`src/source/hdd_pkg.sv`:
```
package hdd_pkg;

    // ------------------------------------------------------------
    // Device-select offsets and ProDOS codes
    // ------------------------------------------------------------
    typedef enum logic [3:0] {
        OFF_EXEC      = 4'h0,    // Execute and return status
        OFF_STATUS    = 4'h1,
        OFF_COMMAND   = 4'h2,
        OFF_UNIT      = 4'h3,
        OFF_MEM_L     = 4'h4,
        OFF_MEM_H     = 4'h5,
        OFF_BLK_L     = 4'h6,
        OFF_BLK_H     = 4'h7,
        OFF_NEXT_BYTE = 4'h8     // Sector buffer data port
    } reg_off_e;

    typedef enum logic [7:0] {
        CMD_STATUS = 8'h00,
        CMD_READ   = 8'h01,
        CMD_WRITE  = 8'h02,
        CMD_FORMAT = 8'h03
    } cmd_e;

    localparam logic [7:0] STATUS_NO_DEVICE = 8'h28;
    localparam logic [7:0] STATUS_PROTECT   = 8'h2B;

    // ------------------------------------------------------------
    // Bus and register bundles
    // ------------------------------------------------------------
    typedef struct packed {
        logic       sel;         // Device select
        logic       rd;          // 6502 read, low for write
        logic [3:0] addr;
        logic [7:0] data;        // Write data from the CPU
    } bus_req_t;

    typedef struct packed {
        logic       reg_wr;
        logic       reg_rd;
        logic       exec;
        logic       buf_rd;
        logic       buf_wr;
        logic [3:0] offset;
        logic [7:0] wdata;
    } bus_op_t;

    typedef struct packed {
        logic       err;
        logic [7:0] code;        // Value returned on the execute read
    } exec_result_t;

    typedef struct packed {
        logic [7:0] status;
        logic [7:0] command;
        logic [7:0] unit;
        logic [7:0] mem_l;
        logic [7:0] mem_h;
        logic [7:0] blk_l;
        logic [7:0] blk_h;
    } hdd_regs_t;

endpackage

```
`src/source/hdd_bus_fsm.sv`:
```
module hdd_bus_fsm (
    input  logic                  CLK_14M,
    input  logic                  RESET,
    input  logic                  phi0,
    input  hdd_pkg::bus_req_t     bus,
    input  logic                  hdd_mounted,
    input  logic                  hdd_protect,
    input  logic [7:0]            command,
    output hdd_pkg::bus_op_t      op,
    output hdd_pkg::exec_result_t exec_res,
    output logic                  cnt_clear,
    output logic                  cnt_step,
    output logic                  hdd_read,
    output logic                  hdd_write
);

    typedef enum logic [1:0] {
        ST_IDLE,
        ST_ACTIVE,
        ST_RELEASE
    } state_t;

    state_t                state;
    logic                  is_next;      // Current access targets next_byte
    logic                  start;
    hdd_pkg::bus_op_t      op_dec;
    hdd_pkg::exec_result_t res_dec;
    logic                  rd_ok;
    logic                  wr_ok;
    logic                  clr_dec;

    assign start    = phi0 && bus.sel && (state == ST_IDLE);
    assign cnt_step = (state == ST_RELEASE) && is_next;

    // ------------------------------------------------------------
    // Offset decode and command evaluation
    // ------------------------------------------------------------
    always_comb
    begin
        op_dec        = '0;
        op_dec.offset = bus.addr;
        op_dec.wdata  = bus.data;
        case (bus.addr)
            hdd_pkg::OFF_EXEC:      op_dec.exec = bus.rd;   // Writes here are ignored
            hdd_pkg::OFF_NEXT_BYTE:
            begin
                op_dec.buf_rd = bus.rd;
                op_dec.buf_wr = !bus.rd;
            end
            hdd_pkg::OFF_STATUS, hdd_pkg::OFF_COMMAND, hdd_pkg::OFF_UNIT,
            hdd_pkg::OFF_MEM_L, hdd_pkg::OFF_MEM_H, hdd_pkg::OFF_BLK_L,
            hdd_pkg::OFF_BLK_H:
            begin
                op_dec.reg_rd = bus.rd;
                op_dec.reg_wr = !bus.rd;
            end
            default: ;
        endcase

        res_dec = '0;
        rd_ok   = 1'b0;
        wr_ok   = 1'b0;
        case (command)
            hdd_pkg::CMD_READ:
            begin
                if (!hdd_mounted)
                    res_dec = '{err: 1'b1, code: hdd_pkg::STATUS_NO_DEVICE};
                else
                    rd_ok = 1'b1;
            end
            hdd_pkg::CMD_WRITE:
            begin
                if (!hdd_mounted)
                    res_dec = '{err: 1'b1, code: hdd_pkg::STATUS_NO_DEVICE};
                else if (hdd_protect)
                    res_dec = '{err: 1'b1, code: hdd_pkg::STATUS_PROTECT};
                else
                    wr_ok = 1'b1;
            end
            hdd_pkg::CMD_STATUS, hdd_pkg::CMD_FORMAT: ;  // Always succeed
            default: ;
        endcase

        // Offset restarts on execute and on a write-command setup
        clr_dec = op_dec.exec ||
                  (op_dec.reg_wr && (bus.addr == hdd_pkg::OFF_COMMAND) &&
                   (bus.data == hdd_pkg::CMD_WRITE));
    end

    // ------------------------------------------------------------
    // Access tracking and one-cycle strobes
    // ------------------------------------------------------------
    always_ff @(posedge CLK_14M)
    begin
        if (RESET)
        begin
            state     <= ST_IDLE;
            is_next   <= 1'b0;
            op        <= '0;
            exec_res  <= '0;
            cnt_clear <= 1'b0;
            hdd_read  <= 1'b0;
            hdd_write <= 1'b0;
        end
        else
        begin
            op        <= start ? op_dec : '0;
            cnt_clear <= start && clr_dec;
            hdd_read  <= start && op_dec.exec && rd_ok;
            hdd_write <= start && op_dec.exec && wr_ok;
            if (start)
                exec_res <= res_dec;

            case (state)
                ST_IDLE:
                begin
                    if (start)
                    begin
                        state   <= ST_ACTIVE;
                        is_next <= (bus.addr == hdd_pkg::OFF_NEXT_BYTE);
                    end
                end
                ST_ACTIVE:
                begin
                    if (phi0 && !bus.sel)
                        state <= ST_RELEASE;    // End of access
                end
                default: state <= ST_IDLE;
            endcase
        end
    end

endmodule

```
`config.mk`:
```
export PLATFORM = sky130hd
export DESIGN_NAME = hdd_bus_fsm
export DESIGN_NICKNAME = d
export VERILOG_FILES = /design/src/source/hdd_pkg.sv /design/src/source/hdd_bus_fsm.sv
export SDC_FILE = /design/constraint.sdc
export NUM_CORES = 1
export LEC_CHECK = 0
export ABC_AREA = 1
export BUFFER_PORTS_ARGS = -buffer_cell sky130_fd_sc_hd__buf_2
export CAP_MARGIN = 0
export CORE_MARGIN = 2
export CORE_UTILIZATION = 38
export CTS_BUF_LIST = sky130_fd_sc_hd__clkbuf_8 sky130_fd_sc_hd__clkbuf_16
export CTS_CLUSTER_DIAMETER = 100
export DETAILED_ROUTE_END_ITERATION = 12
export PLACE_DENSITY = 0.82
export SLEW_MARGIN = 20
export SYNTH_ARGS = -nofsm -noshare
export SYNTH_HDL_FRONTEND = slang
export SYNTH_SLANG_ARGS = --single-unit
```
`constraint.sdc`:
```
create_clock -name CLK_14M -period 0.8 [get_ports CLK_14M]
set_input_delay 0.16 -clock CLK_14M [delete_from_list [all_inputs] [get_ports CLK_14M]]
set_output_delay 0.16 -clock CLK_14M [all_outputs]
set_load 0.02 [all_outputs]
```
==> out/metrics.csv <==
metric,value,unit
dieArea,2960,um^2
cts_max_path_buffers,2,
period_share,1.33,
hold_violations,0,
synth_top_area_share,0.518,
post_synth_num_cell_types,18,
finalSetupViolCount,50,
p_switching,566,uW
netlist_area,966,um^2
path_clk_slew,0.08,ns
dieHeight,54.4,um
worstSetupPathType,flop to primary output,
async_flop_share,0,
min_path_type,input pin to flop,
cts_tree,done,
num_rows,18,
place_ws,-0.177,ns
start_util,0.397,
first_pass_iters,4,
p_seq_frac,0.546,
yosysSeqAreaShare,0.518,
finalMaxSlewViolations,0,
critPathRequiredTime,0.64,ns
worst_slack,-0.267,ns
grt_use_total,0.157,
cp_max_fo,3,
synth_edf_count,0,
power_leakage,0.000870,uW
p_int,1770,uW
nets,221,
slowest_stage,dfxtp_2,
gr-total-overflow,0,
fp.coreArea,2430,um^2
dpl.cell_count,219,
synth_ff_type,dfxtp_1,
grt_max_degree,15,
n_fill_cell,192,
hpwlAfterDp,1660,um
route.detailed.drc,0,
placed_cell_area,1320,um^2
status,"finished, violations left",
grt_pass1_vias,874,
synthTopCellsByCount,"26 x inv_1, 26 x nor2_1, 25 x dfxtp_1, 18 x nand2_1, 9 x nand3_1",
finalNonFillerCells,223,
p_per_area,1460,nW/um^2
cp_data_arrival_time,0.91,ns
yosysWarnings,0,
drt-initial-drc-count,8,
worstPathCellList,"nand2_2, nor2_4, buf_6",
wl_per_cell,9.92,um
clock_power_share,0.314,
clock_latency,0.27,ns
place.gp.congestion,0.770,
antenna_found_initial,0,
cts.sinks,25,
numPortBuffers,52,
critical_path.startpoint_type,flop,
totalWireLength,2210,um
htreeDepth,1,
syn_inst,128,
violations,negative setup slack,
rsz0062_at_grt,yes,
clockRootBuffer,clkbuf_8,
post_cts_buffers,0,
diodes,0,
viasPerCell,4.21,
critPathMaxStageDelay,0.36,ns
vdd_drop_max,1.24,mV
maxCapViolCount,0,
layout-drive-gt1-share,0.544,
p_comb_frac,0.141,
cts_made_buffers,3,
end_kind,primary output,
synth_area_leader_cell,dfxtp_1,
routed-via-count,938,
fin_util,0.659,
ioPinCount,57,
area_growth,66.1,%
grt_pass1_wl,3360,um
clock_skew,0.00286,ns
synthTopCellsByArea,"dfxtp_1 52%, inv_1 10%, nor2_1 10%",
power.share.switching,0.242,
fmax,937,MHz
synth_area_per_cell,7.55,um^2
fin_crit,1.07,ns
chipWidth,54.4,um
postRouteAntennaNets,0,
ys_ff_latch,25,
final_area,1600,um^2
finalSetupTns,-6.27,ns
[path summary, 6_finish.rpt]
| path | from | to | slack (ns) | cells after the start |
|---|---|---|---|---|
| hold reg to reg | is_next | is_next | 0.48 | 2 |
| hold / removal | bus[1] | op[1] | 0.11 | 3 |
| setup reg to reg | state[0] | op[13] | -0.21 | 5 |
| setup / recovery | state[1] | cnt_step | -0.27 | 3 |
[logic make-up after synthesis]
logic type / after synthesis / share of synthesized area
other cells: 1 / 0.00388
flops: 25 / 0.518
buf+inv: 35 / 0.164
simple gates: 66 / 0.308
compound gates: 1 / 0.00518
[sequential cells by signal (all words and copies together) (netlist names)]
register	count
op	17
exec_res	2
state	2
cnt_clear	1
hdd_read	1
hdd_write	1
is_next	1
[cell usage in the layout, fill, tap and decap left out, drive strengths merged]
cell | netlist | final
nand3b | 2 | 2
o21ai | 1 | 1
dfxtp | 25 | 25
clkinv | 0 | 1
inv | 27 | 27
clkbuf | 0 | 3
and2 | 1 | 1
nand2 | 20 | 20
nor3 | 2 | 2
nand4 | 3 | 3
buf | 8 | 66
or2 | 1 | 1
nor2 | 28 | 28
conb | 1 | 4
nand3 | 9 | 9
[worst max-delay path: cells and delay by family, from the launching register on]
family / cells / cell delay (ns)
DFF: 1 / 0.36
buffers and inverters: 1 / 0.12
and+or+nand+nor: 2 / 0.16
[timing repair]
action,CTS,global route
resized for setup,85,2
pin swaps,3,0
endpoints found under the setup margin,50,50
endpoints found under the hold margin,0,0
hold buffers,0,0
[metrics by stage]
stage / hold slack (ns) / total power [uW]
3_3_place_gp: 0.384 / 1590
6_report: 0.112 / 2340
4_1_cts: 0.110 / 2350
3_5_place_dp: 0.390 / 1590
2_1_floorplan: 0.232 / 1450
5_1_grt: 0.111 / 2440
[power groups by stage]
stage / combinational, uW / clock [uW] / sequential (uW)
floorplan: 122 / 0 / 1330
global placement: 282 / 0 / 1300
detailed placement: 288 / 0 / 1300
CTS: 326 / 743 / 1280
global route: 364 / 795 / 1280
finish: 329 / 733 / 1280
[metal layers]
metal | vias to the layer above | part of all wire | global-route usage
met5 | - | 0 | 0
met4 | 0 | 0.012 | 0.0750
met3 | 2 | 0.087 | 0.0246
met2 | 47 | 0.49 | 0.293
met1 | 391 | 0.41 | 0.169
li1 | 498 | - | -
[area by class of cell]
cell class,count,area (um^2),area share
flip-flops and latches,25,537,0.335
repair buffers,66,536,0.334
inverters,27,104,0.0647
clock buffers,3,41.3,0.0257
clock inverters,1,5.00,0.00312
well taps,30,37.5,0.0234
multi-input cells,71,344,0.215
Note: power is estimated with default switching activity, not from simulation.
