[src/source/hdd_sec_counter.sv]
module hdd_sec_counter #(
    parameter int BUF_AW = 9
) (
    input  logic              CLK_14M,
    input  logic              RESET,
    input  logic              cnt_clear,
    input  logic              cnt_step,
    output logic [BUF_AW-1:0] sec_addr
);

    // ------------------------------------------------------------
    // Byte offset into the sector buffer
    // ------------------------------------------------------------
    always_ff @(posedge CLK_14M)
    begin
        if (RESET)
        begin
            sec_addr <= '0;
        end
        else if (cnt_clear)
        begin
            // Clear wins over a pending step
            sec_addr <= '0;
        end
        else if (cnt_step)
        begin
            sec_addr <= sec_addr + 1'b1;    // Wraps at end of sector
        end
    end

endmodule

[config.mk]
export PLATFORM = sky130hd
export DESIGN_NAME = hdd_sec_counter
export DESIGN_NICKNAME = d
export VERILOG_FILES = /design/src/source/hdd_sec_counter.sv
export SDC_FILE = /design/constraint.sdc
export NUM_CORES = 1
export LEC_CHECK = 0
export BUFFER_PORTS_ARGS = -buffer_cell sky130_fd_sc_hd__buf_2
export CORE_AREA = 2 2 39 41
export CTS_CLUSTER_DIAMETER = 60
export DETAILED_ROUTE_END_ITERATION = 12
export DIE_AREA = 0 0 41 43
export GPL_ROUTABILITY_DRIVEN = 0
export SETUP_SLACK_MARGIN = 0.15
export SYNTH_ARGS = -nofsm -noshare
export SYNTH_HDL_FRONTEND = slang
export SYNTH_SLANG_ARGS = --single-unit
[constraint.sdc]
create_clock -name CLK_14M -period 1.5 [get_ports CLK_14M]
set_input_delay 0.15 -clock CLK_14M [delete_from_list [all_inputs] [get_ports CLK_14M]]
set_output_delay 0.15 -clock CLK_14M [all_outputs]
set_load 0.01 [all_outputs]
==> results of run 1 <==
[worst max-delay path: stages, from the launching register on]
cell and delay (ps):
dfxtp_2 370, ha_2 210, nand4_1 100, or3_1 310, a21oi_1 140
[power groups by stage]
stage | Combinational (mW) | Clock, mW | Sequential (mW)
finish | 0.0238 | 0.187 | 0.242
global route | 0.0257 | 0.211 | 0.242
CTS | 0.0238 | 0.195 | 0.242
detailed placement | 0.0236 | 0 | 0.248
global placement | 0.0233 | 0 | 0.248
floorplan | 0.0131 | 0 | 0.250
[layer usage]
metal  wire (µm)  GRT usage [%]  vias up  part of all wire, %
met3          53           3.14        2                  7.0
met5           0              0        -                    0
met2         342           14.1       11                   45
li1            -              -      185                    -
met4          10           10.0        0                  1.3
met1         356           13.9      154                   47
[cells in the final DEF, fill, tap and decap left out]
| cell type | instances |
|---|---|
| xor2_1 | 3 |
| or2_2 | 1 |
| nor2_1 | 5 |
| nand4_1 | 4 |
| mux2i_1 | 1 |
| nand2_1 | 3 |
| xnor2_1 | 1 |
| clkbuf_4 | 3 |
| a21oi_1 | 4 |
| o21ai_0 | 4 |
| buf_4 | 1 |
| nand4_4 | 1 |
| clkbuf_1 | 1 |
| ha_2 | 1 |
| dfxtp_1 | 8 |
| or3_1 | 4 |
| buf_2 | 12 |
| dfxtp_2 | 1 |
[synth_stat cells (all sizes together)]
cell type / instances
mux2i: 1
or3: 4
or2: 1
xnor2: 1
a21oi: 4
o21ai: 4
xor2: 3
nand2: 3
nand4: 5
ha: 1
dfxtp: 9
clkbuf: 1
buf: 1
nor2: 5
[cells by family after synthesis]
family                   count (synthesis)  synth area share (%)
AO/OA/AOI/OAI                            8                  10.2
XOR/XNOR                                 4                  8.89
adder cells (fa/ha/maj)                  1                  3.17
buffers and inverters                    2                  2.22
flip-flops                               9                  45.7
multiplexers                             1                  2.54
AND/OR/NAND/NOR                         18                  27.3
[what timing repair did]
action / in CTS / in global routing
endpoints found under the setup margin: 0 / 2
resized for setup: 0 / 2
endpoints found under the hold margin: 0 / 0
[layout make-up]
class,instances,share of cell area [%]
flip-flops and latches,9,36.1
multi-input cells,32,41.3
clock buffers,4,5.22
well taps,16,3.98
repair buffers,13,13.4
[through the flow]
stage	std cells	utilization, %	power [mW]
after CTS	74	36.1	0.461
after global placement	70	34.2	0.271
after detailed placement	70	34.2	0.271
final	74	36.3	0.454
after global routing	74	36.3	0.479
after floorplan	43	-	0.263
[path summary, 6_finish.rpt]
check                    from  slack, ps  depth (start not counted)           to
setup / recovery  sec_addr[1]        300                          4  sec_addr[8]
hold / removal       cnt_step        250                          3  sec_addr[0]
setup reg to reg  sec_addr[1]        300                          4  sec_addr[8]
hold reg to reg   sec_addr[8]        490                          2  sec_addr[8]
==> reports/metrics.cfg, run 1 <==
[status]
outcome=finished clean

[floorplanning]
die_w_um=41
fp.coreArea_mm2=0.00138
die_h_um=43
initial_core_util_pct=28.5
design.portCount=13
num_rows=14
fp.dieArea_mm2=0.00176

[global_route]
grtUsageTotal_pct=11.0
grt-ovfl-total=0
antenna_found_initial=0
grt_start_max_net_pins=10
grt_pass1_wl_um=1270
grt_pass1_vias=305

[routing]
dr.pass1.iters=2
wl_per_cell_um=10.3
postRouteAntennaNets=0
drt_iter0_markers=4
drt-vias-per-instance=4.76
via_count=352
drc=0
wl_um=761

[worst_setup_path]
critPathKind=flip-flop to flip-flop
required_ps=1690
end_kind=flip-flop
cp_max_fo=6
arrival_ps=1400
cp-start-kind=flip-flop

[placed_design]
pre_cts_ws_ps=241
dp_hpwl_um=553
port_buffers=12
dpl_cell_area_um2=473

[final_layout]
layout.area.seq_um2=181
drive_gt1_share_pct=34.5
reg.largest.list=sec_addr (9)
multi_input_comb_area_um2=208
largest_register=sec_addr
syn_to_final_growth_pct=27.6
n_fill_cell=158
n_antenna_cell=0
fin_nets=64
largest_reg_flops=9
stdcell_area_um2=503

[clocking]
path_clk_slew_ps=60
cts_tree=built
clock_latency_ps=260
cts_buffers=3
cts_sinks=9
cts_buffer_depth=2
cts-hold-fix-buffers=0
cts-htree-levels=1
post_cts_buffers=0
cts-root-buf=clkbuf_4

[yosys]
synth_area_um2=394
synth_area_leaders=dfxtp_1, xor2_1, nand4_1
ys_seq_area_share_pct=45.7
ys_ff_latch=9
syn-num-nets=48
synthCells=43
synth_top_cell_by_area=dfxtp_1
synth_top_area_share_pct=45.7
postSynthAreaPerCell_um2=9.17
synthDistinctLibCells=15
ys_warn_count=0

[sta]
slew_headroom_pct=85.2
rsz0062_at_grt=false
tns_ps=0
tightest_slew_ps=221
max_freq_ghz=0.831
slew_violations=0
min_period_over_period_pct=80.3
setup_viol=0
fin_skew_ps=2.17
setup_ws_ps=296
worst_hold_slack_ps=252
min_period_ps=1200
final_hold_viol_count=0

[power]
power_switching_mw=0.0994
seq_power_share_pct=53.4
power_density_mw_per_mm2=902
ir_drop_uv=309
switching_share_pct=21.9
clockPowerShare_pct=41.3
combPwrFrac_pct=5.2
p_leak_nw=0.205
p_int_mw=0.354

[job]
maxCapViolCount=0

[hold_path]
hold_class=input pin to flip-flop

No activity file was read; power rests on OpenSTA's default activity.
==> run 2: changes to the inputs <==
Settings changed: ABC_AREA from default to 1.
Clock period 1.5 ns to 1.2 ns, I/O delays scaled along.
==> run 2 against run 1 <==
Setup slack got worse by 110 ps. Non-clock buffer count increased by 5. Cell count increased by 31%. Area after synthesis increased by 6.3%. First-iteration DRC count increased to 2.5 times the previous value.
==> reports/metrics.cfg, run 2 <==
[status]
outcome=finished clean

[yosys]
async_reset_ff_share_pct=0  ; unchanged
postSynthAreaPerCell_um2=7.10  ; -22%
ys_ff_latch=9  ; unchanged
synth_top_area_share_pct=43.0  ; -2.7 points
synthCells=59  ; +37%
ys.flop_type=dfxtp_1
ys_warn_count=0  ; unchanged
synth_top_cell_by_area=dfxtp_1
syn-num-nets=64  ; +33%
yosysMostFrequentCell=nand2_1
synthDistinctLibCells=15  ; unchanged
synth_area_leaders=dfxtp_1, nand2_1, nor2_1
synth_edf_count=0  ; unchanged
synthTopCellsByCount=nand2_1, nor2_1, dfxtp_1, inv_1, a21oi_1
ys_seq_area_share_pct=43.0  ; -2.7 points
synth_area_um2=419  ; +6.3%

[power]
p_int_mw=0.444  ; +25%
clockPowerShare_pct=40.3  ; -1.0 points
power_switching_mw=0.121  ; +22%
p_leak_nw=0.281  ; +37%
power_density_mw_per_mm2=941  ; +4.3%
combPwrFrac_pct=6.4  ; +1.2 points
finalPower_mw=0.565  ; +25%
ir_drop_uv=554  ; +79%
switching_share_pct=21.5  ; -0.46 points
seq_power_share_pct=53.3  ; about the same

[worst_setup_path]
end_kind=flip-flop
required_ps=1390  ; -300 ps
arrival_ps=1210  ; -190 ps
cp_max_fo=6  ; unchanged
rr_startpoint=sec_addr[2]
r2r_end=sec_addr[8]
r2r.worst_path.cells=7  ; +3
critPathKind=flip-flop to flip-flop
cp-start-kind=flip-flop
reg2reg_slack_ps=180  ; -110 ps

[sta]
setup_ws_ps=185  ; -111 ps
min_period_ps=1020  ; -189 ps
worst_hold_slack_ps=142  ; -110 ps
fin_skew_ps=3.61  ; +1.44 ps
setup_viol=0  ; unchanged
slew_violations=0  ; unchanged
slew_headroom_pct=86.7  ; +1.5 points
max_freq_ghz=0.985  ; +19%
final_hold_viol_count=0  ; unchanged
tns_ps=0  ; unchanged
min_period_over_period_pct=84.6  ; +4.3 points
rsz0062_at_grt=true
tightest_slew_ps=198  ; -22.6 ps

[final_layout]
largest_register=sec_addr
n_antenna_cell=0  ; unchanged
syn_to_final_growth_pct=43.3
n_fill_cell=142  ; -10%
finalNonFillerCells=97  ; +31%
drive_gt1_share_pct=37.0  ; +2.6 points
reg.largest.list=sec_addr (9)
fin_nets=87  ; +36%
layout_common_cells=nand2_1, buf_2, inv_1, nor2_1, buf_4
largest_reg_flops=9  ; unchanged

[clocking]
cts-hold-fix-buffers=0  ; unchanged
cts_buffers=3  ; unchanged
cts_buffer_depth=2  ; unchanged
cts_tree=built
cts-htree-levels=1  ; unchanged
clock_latency_ps=250  ; about the same
cts_sinks=9  ; unchanged
path_clk_slew_ps=60  ; about the same
cts-root-buf=clkbuf_4

[floorplanning]
die_h_um=43  ; unchanged
fp.dieArea_mm2=0.00176  ; unchanged
fp.coreArea_mm2=0.00138  ; unchanged
num_rows=14  ; unchanged
initial_core_util_pct=30.3  ; +1.8 points
die_w_um=41  ; unchanged
design.portCount=13  ; unchanged

[routing]
via_count=415  ; +18%
wl_um=848  ; +11%
drt-vias-per-instance=4.28  ; -10%
drc=0  ; unchanged
dr.pass1.iters=4  ; +2
postRouteAntennaNets=0  ; unchanged
wl_per_cell_um=8.74  ; -15%
drt_iter0_markers=10  ; +6

[hold_path]
worstHoldEndpoint=sec_addr[2]
hold_path_depth=4  ; +1
worstHoldStart=RESET
hold_class=input pin to flip-flop

[global_route]
grt_start_max_net_pins=7  ; -3
grtUsageTotal_pct=12.5  ; +1.5 points
grt-ovfl-total=0  ; unchanged
grt_pass1_vias=361  ; +18%
grt_pass1_wl_um=1420  ; +12%
antenna_found_initial=0  ; unchanged

[placed_design]
port_buffers=12  ; unchanged
dp.cells=89  ; +27%
dp_hpwl_um=626  ; +13%
pre_cts_ws_ps=138  ; -103 ps

[job]
maxCapViolCount=0  ; unchanged

run 2: area by class of cell:
type | count | area [µm²] | share of cell area (%)
Multi-Input combinational cell | 41 | 225 | 37.5
Tap cell | 16 | 20.0 | 3.33
Clock buffer | 4 | 26.3 | 4.38
Inverter | 9 | 33.8 | 5.63
Sequential cell | 9 | 190 | 31.7
Timing Repair Buffer | 18 | 105 | 17.5
run 2: cell families after synthesis:
family	after synthesis	synth area share (%)
flops	9	43.0
fa+ha+maj	1	2.98
xor+xnor	1	2.09
simple gates	32	34.9
buf+inv	9	8.06
compound gates	7	8.95
run 2: worst max path at each step:
stage / from / to / slack [ps]
after global placement: sec_addr[0] / sec_addr[8] / 180
after CTS: sec_addr[1] / sec_addr[7] / 150
final: sec_addr[2] / sec_addr[8] / 180
after global routing: sec_addr[1] / sec_addr[8] / 110
after detailed placement: sec_addr[0] / sec_addr[8] / 140
after floorplan: sec_addr[0] / sec_addr[8] / 190
run 2: routing by layer:
layer / wire length (µm) / global-route usage, %
met3: 31 / 4.71
met5: 0 / 0
met2: 431 / 15.9
met4: 14 / 10.0
met1: 370 / 15.8
run 2: critical path, stage by stage (launching register included):
cell and delay, ps:
dfxtp_2 330, buf_4 110, nand2_1 80, nor2_4 180, nand3_2 80, nand2_1 70, inv_1 40, nor2_1 70
run 2: stage by stage:
stage	area, µm²	util, %
2_1_floorplan	422	-
3_3_place_gp	517	37.3
3_5_place_dp	517	37.3
4_1_cts	586	42.3
5_1_grt	601	43.4
6_report	601	43.4
run 2: timing repair:
item	4_1_cts	5_1_grt
setup endpoints to repair	1	6
buffers inserted	4	0
gates resized for setup	2	7
pin swaps	5	2
endpoints found under the hold margin	0	0
run 2: power groups by stage:
stage	registers, mW	logic (mW)	clock network (mW)
5_1_grt	0.301	0.0404	0.269
3_3_place_gp	0.311	0.0310	0
2_1_floorplan	0.312	0.0154	0
6_report	0.301	0.0362	0.228
3_5_place_dp	0.311	0.0313	0
4_1_cts	0.304	0.0361	0.243
==> run 3: changes to the inputs <==
Clock period 1.2 ns to 0.88 ns, I/O delays scaled along.
==> run 3 against run 2 <==
The flow now finishes with violations (setup timing). Design area grew 26%. Non-clock buffer count is 8 higher. First-iteration DRC count fell by 90%. Core utilization up 11 points. Power rose by 46%. Hold slack got worse by 73 ps. Maximum frequency increased by 3.6%. Die area did not move. Clock skew down 1.7 ps. Largest power group unchanged. Highest routed layer unchanged.
==> reports/metrics.cfg, run 3 (synthesis gave the netlist of run 2 again) <==
[status]
outcome=finished with violations
violations=setup timing

[clocking]
cts-htree-levels=1  ; unchanged
cts-hold-fix-buffers=0  ; unchanged
clock_latency_ps=270  ; +20 ps
path_clk_slew_ps=60  ; about the same
cts_tree=built
cts_buffers=3  ; unchanged
cts-root-buf=clkbuf_4
cts_buffer_depth=2  ; unchanged
cts_sinks=9  ; unchanged

[global_route]
grt-ovfl-total=0  ; unchanged
grt_pass1_wl_um=1570  ; +10%
grt_start_max_net_pins=7  ; unchanged
grt_pass1_vias=404  ; +12%
grtUsageTotal_pct=14.0  ; +1.5 points
antenna_found_initial=0  ; unchanged

[sta]
min_period_over_period_pct=111  ; +27 points
final_hold_viol_count=0  ; unchanged
tightest_slew_ps=211  ; +12.6 ps
setup_viol=13  ; +13
worst_hold_slack_ps=68.4  ; -73.5 ps
max_freq_ghz=1.02  ; +3.6%
slew_violations=0  ; unchanged
min_period_ps=980  ; -35.7 ps
setup_ws_ps=-99.6  ; -284 ps
fin_skew_ps=1.87  ; -1.74 ps
rsz0062_at_grt=true
slew_headroom_pct=85.9  ; -0.84 points

[final_layout]
layout_common_cells=buf_6, nand2_1, inv_1, nor2_1, buf_4
n_fill_cell=124  ; -13%
n_antenna_cell=0  ; unchanged
largest_reg_flops=9  ; unchanged
reg.largest.list=sec_addr (9)
drive_gt1_share_pct=51.7  ; +15 points
multi_input_comb_area_um2=248  ; +10%
syn_to_final_growth_pct=80.6
fin_nets=95  ; +9.2%
final_core_util_pct=54.7  ; +11 points
final_common_cell=buf_6
largest_register=sec_addr
layout.area.seq_um2=195  ; +2.6%
finalNonFillerCells=105  ; +8.2%

[floorplanning]
num_rows=14  ; unchanged
fp.coreArea_mm2=0.00138  ; unchanged
initial_core_util_pct=30.3  ; unchanged
design.portCount=13  ; unchanged
die_h_um=43  ; unchanged
die_w_um=41  ; unchanged
fp.dieArea_mm2=0.00176  ; unchanged

[routing]
via_count=469  ; +13%
drc=0  ; unchanged
drt-vias-per-instance=4.47  ; +4.4%
postRouteAntennaNets=0  ; unchanged
wl_per_cell_um=9.60  ; +9.8%
drt_iter0_markers=1  ; -9
wl_um=1010  ; +19%
dr.pass1.iters=2  ; -2

[worst_setup_path]
crit_buf_inv=1  ; -1
cpMaxStageDelayCell=dfxtp_4
cp_max_fo=6  ; unchanged
end_kind=flip-flop
critPathKind=flip-flop to flip-flop
required_ps=1100  ; -290 ps
max_stage_delay_ps=360  ; +30 ps
crit_path_cell_trace=ha_4, nand2_4, nor2_4, nand3_2, nand2_1, inv_1, nor2_1
path_delay_family=simple AND/OR/NAND/NOR gates
cp-start-kind=flip-flop
arrival_ps=1190  ; -20 ps

[power]
finalPower_mw=0.824  ; +46%
combPwrFrac_pct=9.0  ; +2.6 points
power_switching_mw=0.201  ; +66%
ir_drop_uv=566  ; +2.2%
switching_share_pct=24.4  ; +2.9 points
p_int_mw=0.623  ; +40%
p_leak_nw=0.340  ; +21%
seq_power_share_pct=49.8  ; -3.5 points
clockPowerShare_pct=41.2  ; +0.9 points
power_density_mw_per_mm2=1090  ; +16%

[placed_design]
port_buffers=12  ; unchanged
dp.cells=94  ; +5.6%
dp_hpwl_um=667  ; +6.6%

[job]
maxCapViolCount=0  ; unchanged

[hold_path]
hold_class=input pin to flip-flop

run 3: timing repair:
item,in CTS,in global routing
endpoints found under the setup margin,18,18
hold endpoints to repair,0,0
buffers inserted,5,2
pin swaps,2,0
gates resized for setup,18,4
run 3: layer usage:
layer / GRT usage, % / up-vias / wire (µm)
met5: 0 / - / 0
met4: 14.0 / 0 / 42
met3: 4.71 / 5 / 46
met2: 18.1 / 12 / 488
met1: 16.5 / 206 / 431
li1: - / 246 / -
run 3: per-stage QoR:
stage	setup slack [ps]	setup TNS [ps]	instance area [µm²]
global placement	-107	-457	583
detailed placement	-122	-498	583
CTS	-105	-852	726
floorplan	-98.8	-313	450
global route	-186	-1510	757
finish	-99.6	-818	757
run 3: worst min-delay path, delay by kind of cell:
kind	cells	cell delay (ps)
simple gates	1	50
buf+inv	1	70
compound gates	2	90
run 3: final cells by class:
class                           count  share of cell area, %
Sequential cell                     9                   25.8
Multi-Input combinational cell     41                   32.7
Inverter                            9                   4.46
Timing Repair Buffer               26                   30.9
Tap cell                           16                   2.64
Clock buffer                        4                   3.47
run 3: power groups by stage:
| stage | Clock (mW) | Sequential [mW] | Combinational (mW) |
|---|---|---|---|
| finish | 0.339 | 0.411 | 0.0742 |
| global route | 0.366 | 0.411 | 0.0820 |
| CTS | 0.350 | 0.411 | 0.0672 |
| detailed placement | 0 | 0.420 | 0.0537 |
| global placement | 0 | 0.420 | 0.0535 |
| floorplan | 0 | 0.422 | 0.0214 |
run 3: final timing paths:
check        slack [ps]     endpoint  cells after the start         from
min reg2reg         510  sec_addr[2]                      2  sec_addr[2]
max                -100  sec_addr[8]                      7  sec_addr[1]
max reg2reg        -100  sec_addr[8]                      7  sec_addr[1]
min                  70  sec_addr[2]                      4        RESET
