**config.mk**
```make
export PLATFORM = sky130hd
export DESIGN_NAME = hdd_regs
export DESIGN_NICKNAME = d
export VERILOG_FILES = /design/src/source/hdd_pkg.sv /design/src/source/hdd_regs.sv
export SDC_FILE = /design/constraint.sdc
export NUM_CORES = 1
export LEC_CHECK = 0
export ABC_AREA = 1
export BUFFER_PORTS_ARGS = -buffer_cell sky130_fd_sc_hd__buf_2
export CAP_MARGIN = 20
export CORE_MARGIN = 5
export CORE_UTILIZATION = 46
export DETAILED_ROUTE_END_ITERATION = 10
export GPL_ROUTABILITY_DRIVEN = 1
export PLACE_DENSITY = 0.79
export SYNTH_ARGS = -nofsm -noshare
export SYNTH_HDL_FRONTEND = slang
export SYNTH_SLANG_ARGS = --single-unit
```
**constraint.sdc**
```tcl
create_clock -name CLK_14M -period 1.1 [get_ports CLK_14M]
set_input_delay 0.165 -clock CLK_14M [delete_from_list [all_inputs] [get_ports CLK_14M]]
set_output_delay 0.165 -clock CLK_14M [all_outputs]
set_load 0.01 [all_outputs]
```
**src/source/hdd_pkg.sv**
```systemverilog
package hdd_pkg;

    // ------------------------------------------------------------
    // Device-select offsets and ProDOS codes
    // ------------------------------------------------------------
    typedef enum logic [3:0] {
        OFF_EXEC      = 4'h0,    // Execute and return status
        OFF_STATUS    = 4'h1,
        OFF_COMMAND   = 4'h2,
        OFF_UNIT      = 4'h3,
        OFF_MEM_L     = 4'h4,
        OFF_MEM_H     = 4'h5,
        OFF_BLK_L     = 4'h6,
        OFF_BLK_H     = 4'h7,
        OFF_NEXT_BYTE = 4'h8     // Sector buffer data port
    } reg_off_e;

    typedef enum logic [7:0] {
        CMD_STATUS = 8'h00,
        CMD_READ   = 8'h01,
        CMD_WRITE  = 8'h02,
        CMD_FORMAT = 8'h03
    } cmd_e;

    localparam logic [7:0] STATUS_NO_DEVICE = 8'h28;
    localparam logic [7:0] STATUS_PROTECT   = 8'h2B;

    // ------------------------------------------------------------
    // Bus and register bundles
    // ------------------------------------------------------------
    typedef struct packed {
        logic       sel;         // Device select
        logic       rd;          // 6502 read, low for write
        logic [3:0] addr;
        logic [7:0] data;        // Write data from the CPU
    } bus_req_t;

    typedef struct packed {
        logic       reg_wr;
        logic       reg_rd;
        logic       exec;
        logic       buf_rd;
        logic       buf_wr;
        logic [3:0] offset;
        logic [7:0] wdata;
    } bus_op_t;

    typedef struct packed {
        logic       err;
        logic [7:0] code;        // Value returned on the execute read
    } exec_result_t;

    typedef struct packed {
        logic [7:0] status;
        logic [7:0] command;
        logic [7:0] unit;
        logic [7:0] mem_l;
        logic [7:0] mem_h;
        logic [7:0] blk_l;
        logic [7:0] blk_h;
    } hdd_regs_t;

endpackage

```
**src/source/hdd_regs.sv**
```systemverilog
module hdd_regs (
    input  logic                  CLK_14M,
    input  logic                  RESET,
    input  hdd_pkg::bus_op_t      op,
    input  hdd_pkg::exec_result_t exec_res,
    input  logic [7:0]            cpu_rdata,
    output hdd_pkg::hdd_regs_t    regs,
    output logic [7:0]            d_out
);

    logic [7:0] reg_rdata;

    // ------------------------------------------------------------
    // Register read select
    // ------------------------------------------------------------
    always_comb
    begin
        case (op.offset)
            hdd_pkg::OFF_STATUS:  reg_rdata = regs.status;
            hdd_pkg::OFF_COMMAND: reg_rdata = regs.command;
            hdd_pkg::OFF_UNIT:    reg_rdata = regs.unit;
            hdd_pkg::OFF_MEM_L:   reg_rdata = regs.mem_l;
            hdd_pkg::OFF_MEM_H:   reg_rdata = regs.mem_h;
            hdd_pkg::OFF_BLK_L:   reg_rdata = regs.blk_l;
            hdd_pkg::OFF_BLK_H:   reg_rdata = regs.blk_h;
            default:              reg_rdata = 8'hFF;
        endcase
    end

    // ------------------------------------------------------------
    // Register file
    // ------------------------------------------------------------
    always_ff @(posedge CLK_14M)
    begin
        if (RESET)
        begin
            regs <= '0;
        end
        else
        begin
            if (op.reg_wr)
            begin
                case (op.offset)
                    // Status writable for ROR-style read-modify-write
                    hdd_pkg::OFF_STATUS:  regs.status  <= op.wdata;
                    hdd_pkg::OFF_COMMAND: regs.command <= op.wdata;
                    hdd_pkg::OFF_UNIT:    regs.unit    <= op.wdata;
                    hdd_pkg::OFF_MEM_L:   regs.mem_l   <= op.wdata;
                    hdd_pkg::OFF_MEM_H:   regs.mem_h   <= op.wdata;
                    hdd_pkg::OFF_BLK_L:   regs.blk_l   <= op.wdata;
                    hdd_pkg::OFF_BLK_H:   regs.blk_h   <= op.wdata;
                    default: ;
                endcase
            end
            if (op.exec)
                regs.status <= {7'b0, exec_res.err};    // Error flag in bit 0
        end
    end

    // ------------------------------------------------------------
    // CPU read data, held until the next read
    // ------------------------------------------------------------
    always_ff @(posedge CLK_14M)
    begin
        if (RESET)
        begin
            d_out <= 8'hFF;
        end
        else if (op.exec)
        begin
            d_out <= exec_res.code;
        end
        else if (op.reg_rd)
        begin
            d_out <= reg_rdata;
        end
        else if (op.buf_rd)
        begin
            d_out <= cpu_rdata;     // Byte at the current offset
        end
    end

endmodule

```
==> results of run 1 <==
-- layout make-up --
type | instances | area share, %
clock inverter | 3 | 0.968
clock buffer | 13 | 3.84
multi-input combinational | 317 | 36.9
inverter | 54 | 4.90
timing repair buffer | 131 | 20.0
tap | 80 | 2.42
sequential | 64 | 31.0
-- cells in the final DEF, fill, tap and decap left out --
| master | synthesis | layout |
|---|---|---|
| inv_2 | 3 | 4 |
| buf_12 | 0 | 7 |
| bufinv_16 | 0 | 1 |
| nand4_1 | 2 | 2 |
| clkinv_1 | 2 | 2 |
| o21ai_0 | 35 | 35 |
| nand2_4 | 1 | 1 |
| clkinv_2 | 0 | 2 |
| nor2_4 | 4 | 5 |
| a21oi_1 | 51 | 51 |
| nand2_2 | 1 | 2 |
| nand3_1 | 69 | 69 |
| clkbuf_8 | 0 | 11 |
| inv_1 | 49 | 48 |
| a21oi_2 | 3 | 3 |
| clkbuf_1 | 6 | 2 |
| and2_1 | 1 | 1 |
| nor2_1 | 55 | 54 |
| nand3_4 | 1 | 2 |
| a211oi_2 | 1 | 1 |
| buf_4 | 5 | 26 |
| o21ai_1 | 11 | 11 |
| nand2_1 | 76 | 75 |
| buf_2 | 8 | 98 |
| nand3_2 | 3 | 2 |
| dfxtp_1 | 64 | 64 |
| nor2_2 | 3 | 3 |
-- cell usage after synthesis (all sizes together) --
cell type  number  area, µm²
buf            16        104
o21ai          46        230
a21oi          54        282
clkbuf          8       32.5
dfxtp          64       1280
nand3          73        393
clkinv          2       7.51
nor2           62        270
inv            52        195
nand4           2       12.5
a211oi          1       12.5
nand2          78        303
and2            1       6.26
-- power groups by stage --
| stage | registers, W | clock network (W) | logic (W) |
|---|---|---|---|
| floorplan | 0.00250 | 0 | 0.000306 |
| global placement | 0.00247 | 0 | 0.000639 |
| detailed placement | 0.00247 | 0 | 0.000651 |
| CTS | 0.00242 | 0.00209 | 0.000655 |
| global route | 0.00243 | 0.00220 | 0.000742 |
| finish | 0.00242 | 0.00208 | 0.000674 |
-- through the flow --
| step | setup TNS (ns) | instances |
|---|---|---|
| 2_1_floorplan | 0 | 459 |
| 3_3_place_gp | -9.01 | 645 |
| 4_1_cts | 0 | 661 |
| 3_5_place_dp | -11.13 | 645 |
| 6_report | 0 | 662 |
| 5_1_grt | -0.00314 | 662 |
-- state kept, by name (all words and copies together) (netlist names) --
name   cells
regs      56
d_out      8
-- worst max-delay path, delay by kind of cell --
kind,cells,cell delay [ns]
simple gates,7,0.66
buf+inv,4,0.48
-- cell families (layout without fill, tap and decap cells) --
family / Yosys count / count (layout) / synth area share, %
AO/OA/AOI/OAI: 101 / 101 / 16.8
buffers and inverters: 78 / 201 / 10.8
AND/OR/NAND/NOR: 216 / 216 / 31.5
flip-flops: 64 / 64 / 40.9
-- metal layers --
metal  vias up  wire length [µm]  GRT usage (%)
li1       1736                 -              -
met1      1577              4300           31.0
met2       180              4680           39.3
met3        26               913           5.20
met4         0               264           10.1
met5         -                 0              0
-- what timing repair did --
item / 4_1_cts / 5_1_grt
endpoints found under the setup margin: 0 / 11
gates resized for setup: 0 / 5
buffers inserted: 0 / 1
-- worst min path at each step --
stage                      startpoint               endpoint  slack, ns  cells after the start
final                           RESET  regs[32]$_SDFFE_PP0P_       0.08                      2
after detailed placement        RESET  regs[32]$_SDFFE_PP0P_       0.43                      2
after global routing            RESET  regs[32]$_SDFFE_PP0P_       0.08                      2
after global placement    exec_res[8]  regs[48]$_SDFFE_PP0P_       0.42                      3
after floorplan                 RESET  regs[32]$_SDFFE_PP0P_       0.24                      1
after CTS                       RESET  regs[32]$_SDFFE_PP0P_       0.07                      2
==> summary.txt, run 1 <==
Cell variety after synth: 26
Post-route ant nets: 0
FP Rows: 30
Startpoint Class: input pin
Mapped cell area: 3130 µm²
Vias in the first global route: 3329
Final worst slack: 0.0378 ns
#FFs+latches synth: 64
PD cells: 1250 nW/µm²
Setup violators final: 0
Post-Syn Area per Cell: 6.82 µm²
Slowest stage delay, CP: 0.18 ns
CTS tree: done
H-tree depth: 3
Worst reg-to-reg setup slack: 0.06 ns
P_leak: 1.99 nW
Crit-path max FO: 10
Max Clock Freq: 0.941 GHz
Area occupied by multi-input gates: 1530 µm²
Die X: 92.5 µm
Required @ worst endpoint: 1.35 ns
Pre-CTS WS: -0.258 ns
Fin util: 61.5%
Total length of routed wires: 10200 µm
Switching Power: 0.00137 W
Synth-to-layout area growth: 32.1%
Initial Util: 46.6%
GRT Total Usage: 24.2%
Fin area: 4140 µm²
DR WL/cell: 15.3 µm
Design Power: 0.00518 W
I/O pin total: 100
Max Cap Viol: 0
Root Buffer Master: clkbuf_8
Slowest-stage cell, CP: nor2_1
Sequential share of power: 46.8%
DRT iter0 DRCs: 299
Routed vias/inst: 5.32
Clock power share: 40.2%
Initial antenna violation count: 0
Final Hold Viols: 0
Core area: 6720 µm²
DPL Wire Length: 7530 µm
Worst EP arrival: 1.31 ns
Setup Skew: 0.00724 ns
Max-slew violation count: 0
Register-to-Register Path Depth: 6
Worst setup path endpoint: d_out[4]$_SDFFE_PP1P_
Antenna fix cells: 0
CTS Buf Count: 9
Slew of the pin with the lowest slew margin: 0.278 ns
Placed Instance Area: 3900 µm²
Routability congestion estimate: 0.946
Seq/Total Area, Yosys: 40.9%
Crit-path cells: buf_2 > inv_2 > nor2_4 > buf_12 > buf_4 > nand3_1 > nand2_1 > nor2_1 > nand3_1 > nand2_1 > nand2_1
Unrepaired setup endpoints after global routing: true
Sequential Area: 1280 µm²
Cells after Synth: 459
Slew HR: 81.4%
Hold Slack: 0.0807 ns
Reg2reg end: d_out[4]$_SDFFE_PP1P_
Net Count, Synth: 495
Worst setup startpoint: op[10]
Final Cycle Share: 96.6%
Outcome: complete, no violations
Worst-path clk slew: 0.07 ns
Critical Path End Type: flop
Die area: 8550 µm²
Sw Share: 26.4%
Port bufs: 98
Peak supply drop: 0.000886 V
Layout Nets: 613
First-pass GRT wire length: 16500 µm
Routed via count: 3519
Logic gate share of total power: 13.0%
Internal: 0.00381 W
Final min period: 1.06 ns
Largest net degree at the start of global routing: 28
Clk Latency, worst-skew pair: 0.35 ns
Share of cells above drive strength 1: 28.9%
Hold crit path type: input pin to flop
Die height: 92.5 µm
CP Class: input pin to flop
Drt first pass iters: 5
Max clock buf depth: 2
CTS Hold Bufs: 0
Global route total overflow: 0
Fillers: 633
Synth warn: 0
CTS Sinks: 64
Residual DRC count: 0
Reg-to-Reg Start: regs[20]$_SDFFE_PP0P_
Cell mode on critical path: nand2_1
(Power assumes the default switching activity.)
==> inputs of run 2 (changes only) <==
--- a/config.mk
+++ b/config.mk
@@ -5,14 +5,14 @@
 export SDC_FILE = /design/constraint.sdc
 export NUM_CORES = 1
 export LEC_CHECK = 0
-export ABC_AREA = 1
+export ABC_CLOCK_PERIOD_IN_PS = 1100
 export BUFFER_PORTS_ARGS = -buffer_cell sky130_fd_sc_hd__buf_2
 export CAP_MARGIN = 20
 export CORE_MARGIN = 5
-export CORE_UTILIZATION = 46
+export CORE_UTILIZATION = 45
 export DETAILED_ROUTE_END_ITERATION = 10
 export GPL_ROUTABILITY_DRIVEN = 1
-export PLACE_DENSITY = 0.79
+export PLACE_DENSITY = 0.78
 export SYNTH_ARGS = -nofsm -noshare
 export SYNTH_HDL_FRONTEND = slang
 export SYNTH_SLANG_ARGS = --single-unit
==> run 2 against run 1 <==
Net effect: the run now ends with negative setup slack left; design area up 15%; largest power group unchanged; critical endpoint is now d_out[2]$_SDFFE_PP1P_; routed wire length up 21%; fmax down 11%; register-to-register slack worse by 0.16 ns; synthesized area down 4.6%.
==> summary.txt, run 2 <==
CP Class: flop to flop (was input pin to flop)
DPL Wire Length: 7690 µm (was 7530 µm)
CTS Buf Count: 9 (unchanged)
Max Cap Viol: 0 (unchanged)
Synth warn: 0 (unchanged)
P_leak: 2.15 nW (was 1.99 nW)
Critical Path End Type: flop (unchanged)
Drt first pass iters: 5 (unchanged)
Register-to-Register Path Depth: 3 (was 6)
Initial antenna violation count: 0 (unchanged)
Seq/Total Area, Yosys: 42.9% (was 40.9%)
Design Power: 0.00507 W (was 0.00518 W)
Net Count, Synth: 379 (was 495)
Die height: 91.4 µm (was 92.5 µm)
Cell taking the most area after synthesis: dfxtp_1 (unchanged)
Max clock buf depth: 2 (unchanged)
Number of synthesized flops with an enable pin: 0 (unchanged)
Die X: 91.4 µm (was 92.5 µm)
CTS tree: done (unchanged)
#FFs+latches synth: 64 (unchanged)
Global route total overflow: 0 (unchanged)
Port bufs: 98 (unchanged)
Max Clock Freq: 0.834 GHz (was 0.941 GHz)
Top cells by count, synth: 64 x dfxtp_1, 50 x mux2i_1, 49 x nor2_1 (was 76 x nand2_1, 69 x nand3_1, 64 x dfxtp_1)
Final worst slack: -0.0986 ns (was 0.0378 ns)
Final min period: 1.20 ns (was 1.06 ns)
H-tree depth: 3 (unchanged)
Layout Nets: 538 (was 613)
Routability congestion estimate: 0.959 (was 0.946)
Startpoint Class: flop (was input pin)
Cells after Synth: 343 (was 459)
Setup Skew: 0.0243 ns (was 0.00724 ns)
Clk Latency, worst-skew pair: 0.37 ns (was 0.35 ns)
Max-slew violation count: 0 (unchanged)
Setup violators final: 9 (was 0)
Fillers: 409 (was 633)
Root Buffer Master: clkbuf_8 (unchanged)
Largest regs: regs x56, d_out x8 (unchanged)
WHS Path Cells: 3 (was 2)
Fin cells: 583 (was 662)
Share of cells above drive strength 1: 51.4% (was 28.9%)
Commonest non-fill, non-tap cell in the layout: buf_2 (unchanged)
Area occupied by multi-input gates: 1770 µm² (was 1530 µm²)
FP Rows: 29 (was 30)
Initial Util: 46.7% (was 46.6%)
GRT Total Usage: 25.9% (was 24.2%)
Peak supply drop: 0.000877 V (was 0.000886 V)
Slew of the pin with the lowest slew margin: 0.422 ns (was 0.278 ns)
Residual DRC count: 0 (unchanged)
Largest net degree at the start of global routing: 32 (was 28)
Share of Yosys cell area claimed by the top area cell type: 42.9% (was 40.9%)
Largest reg by FF count: regs (unchanged)
Placed insts: 567 (was 645)
Required @ worst endpoint: 1.33 ns (was 1.35 ns)
Unrepaired setup endpoints after global routing: true (unchanged)
Cell variety after synth: 37 (was 26)
Worst-path clk slew: 0.09 ns (was 0.07 ns)
Crit-path max FO: 2 (was 10)
Post-synth ARST share: 0% (unchanged)
Most numerous cell in the Yosys netlist: dfxtp_1 (was nand2_1)
Final Hold Viols: 0 (unchanged)
Post-Syn Area per Cell: 8.70 µm² (was 6.82 µm²)
Hold Slack: 0.0816 ns (was 0.0807 ns)
Synth-to-layout area growth: 59.9% (was 32.1%)
Die area: 8360 µm² (was 8550 µm²)
Final Cycle Share: 109% (was 96.6%)
CTS Sinks: 64 (unchanged)
Failing checks: negative setup slack
DRT iter0 DRCs: 393 (was 299)
Routed via count: 3554 (was 3519)
Slew HR: 71.8% (was 81.4%)
Antenna fix cells: 0 (unchanged)
Sequential Area: 1330 µm² (was 1280 µm²)
Commonest cells after routing, fill and taps aside: 65 x buf_2, 55 x buf_6, 48 x buf_4 (was 98 x buf_2, 75 x nand2_1, 69 x nand3_1)
CTS Hold Bufs: 0 (unchanged)
First-pass GRT wire length: 17300 µm (was 16500 µm)
Outcome: complete, but fails checks (was complete, no violations)
DR WL/cell: 21.0 µm (was 15.3 µm)
Post-route ant nets: 0 (unchanged)
Synth top area cells: dfxtp_1 43%, mux2i_1 17%, a21oi_1 7.7%, nor2_1 6.2%, o21ai_0 4.4% (was dfxtp_1 41%, nand3_1 11%, nand2_1 9.1%, a21oi_1 8.2%, nor2_1 6.6%)
Total length of routed wires: 12300 µm (was 10200 µm)
I/O pin total: 100 (unchanged)
Routed vias/inst: 6.10 (was 5.32)
Core area: 6390 µm² (was 6720 µm²)
Worst EP arrival: 1.43 ns (was 1.31 ns)
Max reg flops: 56 (unchanged)
Vias in the first global route: 3359 (was 3329)
Mapped cell area: 2980 µm² (was 3130 µm²)
PD cells: 1060 nW/µm² (was 1250 nW/µm²)
Dominant synthesized flop cell: dfxtp_1 (unchanged)
Hold crit path type: input pin to flop (unchanged)
run 2: cell count changes after synthesis, sizes merged, moves of 7 or more:
cell / before / now
nor2: 62 / 50
inv: 52 / 6
o21ai: 46 / 34
mux2i: 0 / 50
nand2: 78 / 28
a21oi: 54 / 46
clkbuf: 8 / 15
nand3: 73 / 2
buf: 16 / 9
run 2: metrics by stage:
step / instance area [µm²] / worst slack [ns] / setup TNS, ns / utilization, %
after floorplan: 3070 / -0.123 / -2.99 / -
after global placement: 4080 / -0.374 / -18.51 / 63.8
after detailed placement: 4080 / -0.482 / -20.88 / 63.8
after CTS: 4470 / -0.0678 / -0.232 / 70.0
after global routing: 4770 / -0.175 / -0.771 / 74.7
final: 4770 / -0.0986 / -0.283 / 74.7
run 2: final cells by class:
type                            count  share of cell area (%)
Multi-Input combinational cell    249                    37.1
Timing Repair Buffer              172                    29.0
Sequential cell                    64                    27.9
Clock buffer                       15                    3.49
Tap cell                           77                    2.02
Inverter                            6                   0.472
run 2: power by group:
| part | switching (W) | internal (W) | leakage, nW | total [W] |
|---|---|---|---|---|
| combinational | 0.000435 | 0.000345 | 1.52 | 0.000779 |
| clock | 0.000943 | 0.000935 | 0.0838 | 0.00188 |
| sequential | 0.0000433 | 0.00237 | 0.537 | 0.00241 |
run 2: worst max-delay path, cell delays in order, from the launching register on:
cell and delay, ns:
dfxtp_2 0.33, mux4_2 0.46, mux2i_1 0.19, o21ai_1 0.09
run 2: final timing paths:
check,from,slack [ns],end
setup / recovery,regs[2]$_SDFFE_PP0P_,-0.1,d_out[2]$_SDFFE_PP1P_
hold / removal,exec_res[0],0.08,d_out[0]$_SDFFE_PP1P_
setup reg to reg,regs[2]$_SDFFE_PP0P_,-0.1,d_out[2]$_SDFFE_PP1P_
hold reg to reg,d_out[0]$_SDFFE_PP1P_,0.49,d_out[0]$_SDFFE_PP1P_
run 2: cells by family (layout without fill, tap and decap cells):
kind of cell / count (synthesis) / in the layout / synth area share, %
AO/OA/AOI/OAI: 101 / 101 / 19.9
flip-flops: 64 / 64 / 42.9
buffers and inverters: 30 / 193 / 4.32
multiplexers: 51 / 51 / 17.5
AND/OR/NAND/NOR: 97 / 97 / 15.3
run 2: metal layers:
metal	global-route usage (%)	share of wire, %
met5	0	0
met4	13.0	4.5
met3	7.60	10
met2	40.0	46
met1	32.7	40
run 2: what timing repair did:
item,4_1_cts,5_1_grt
buffers inserted,0,4
resized for setup,63,70
pin swaps,13,12
endpoints found under the setup margin,48,71
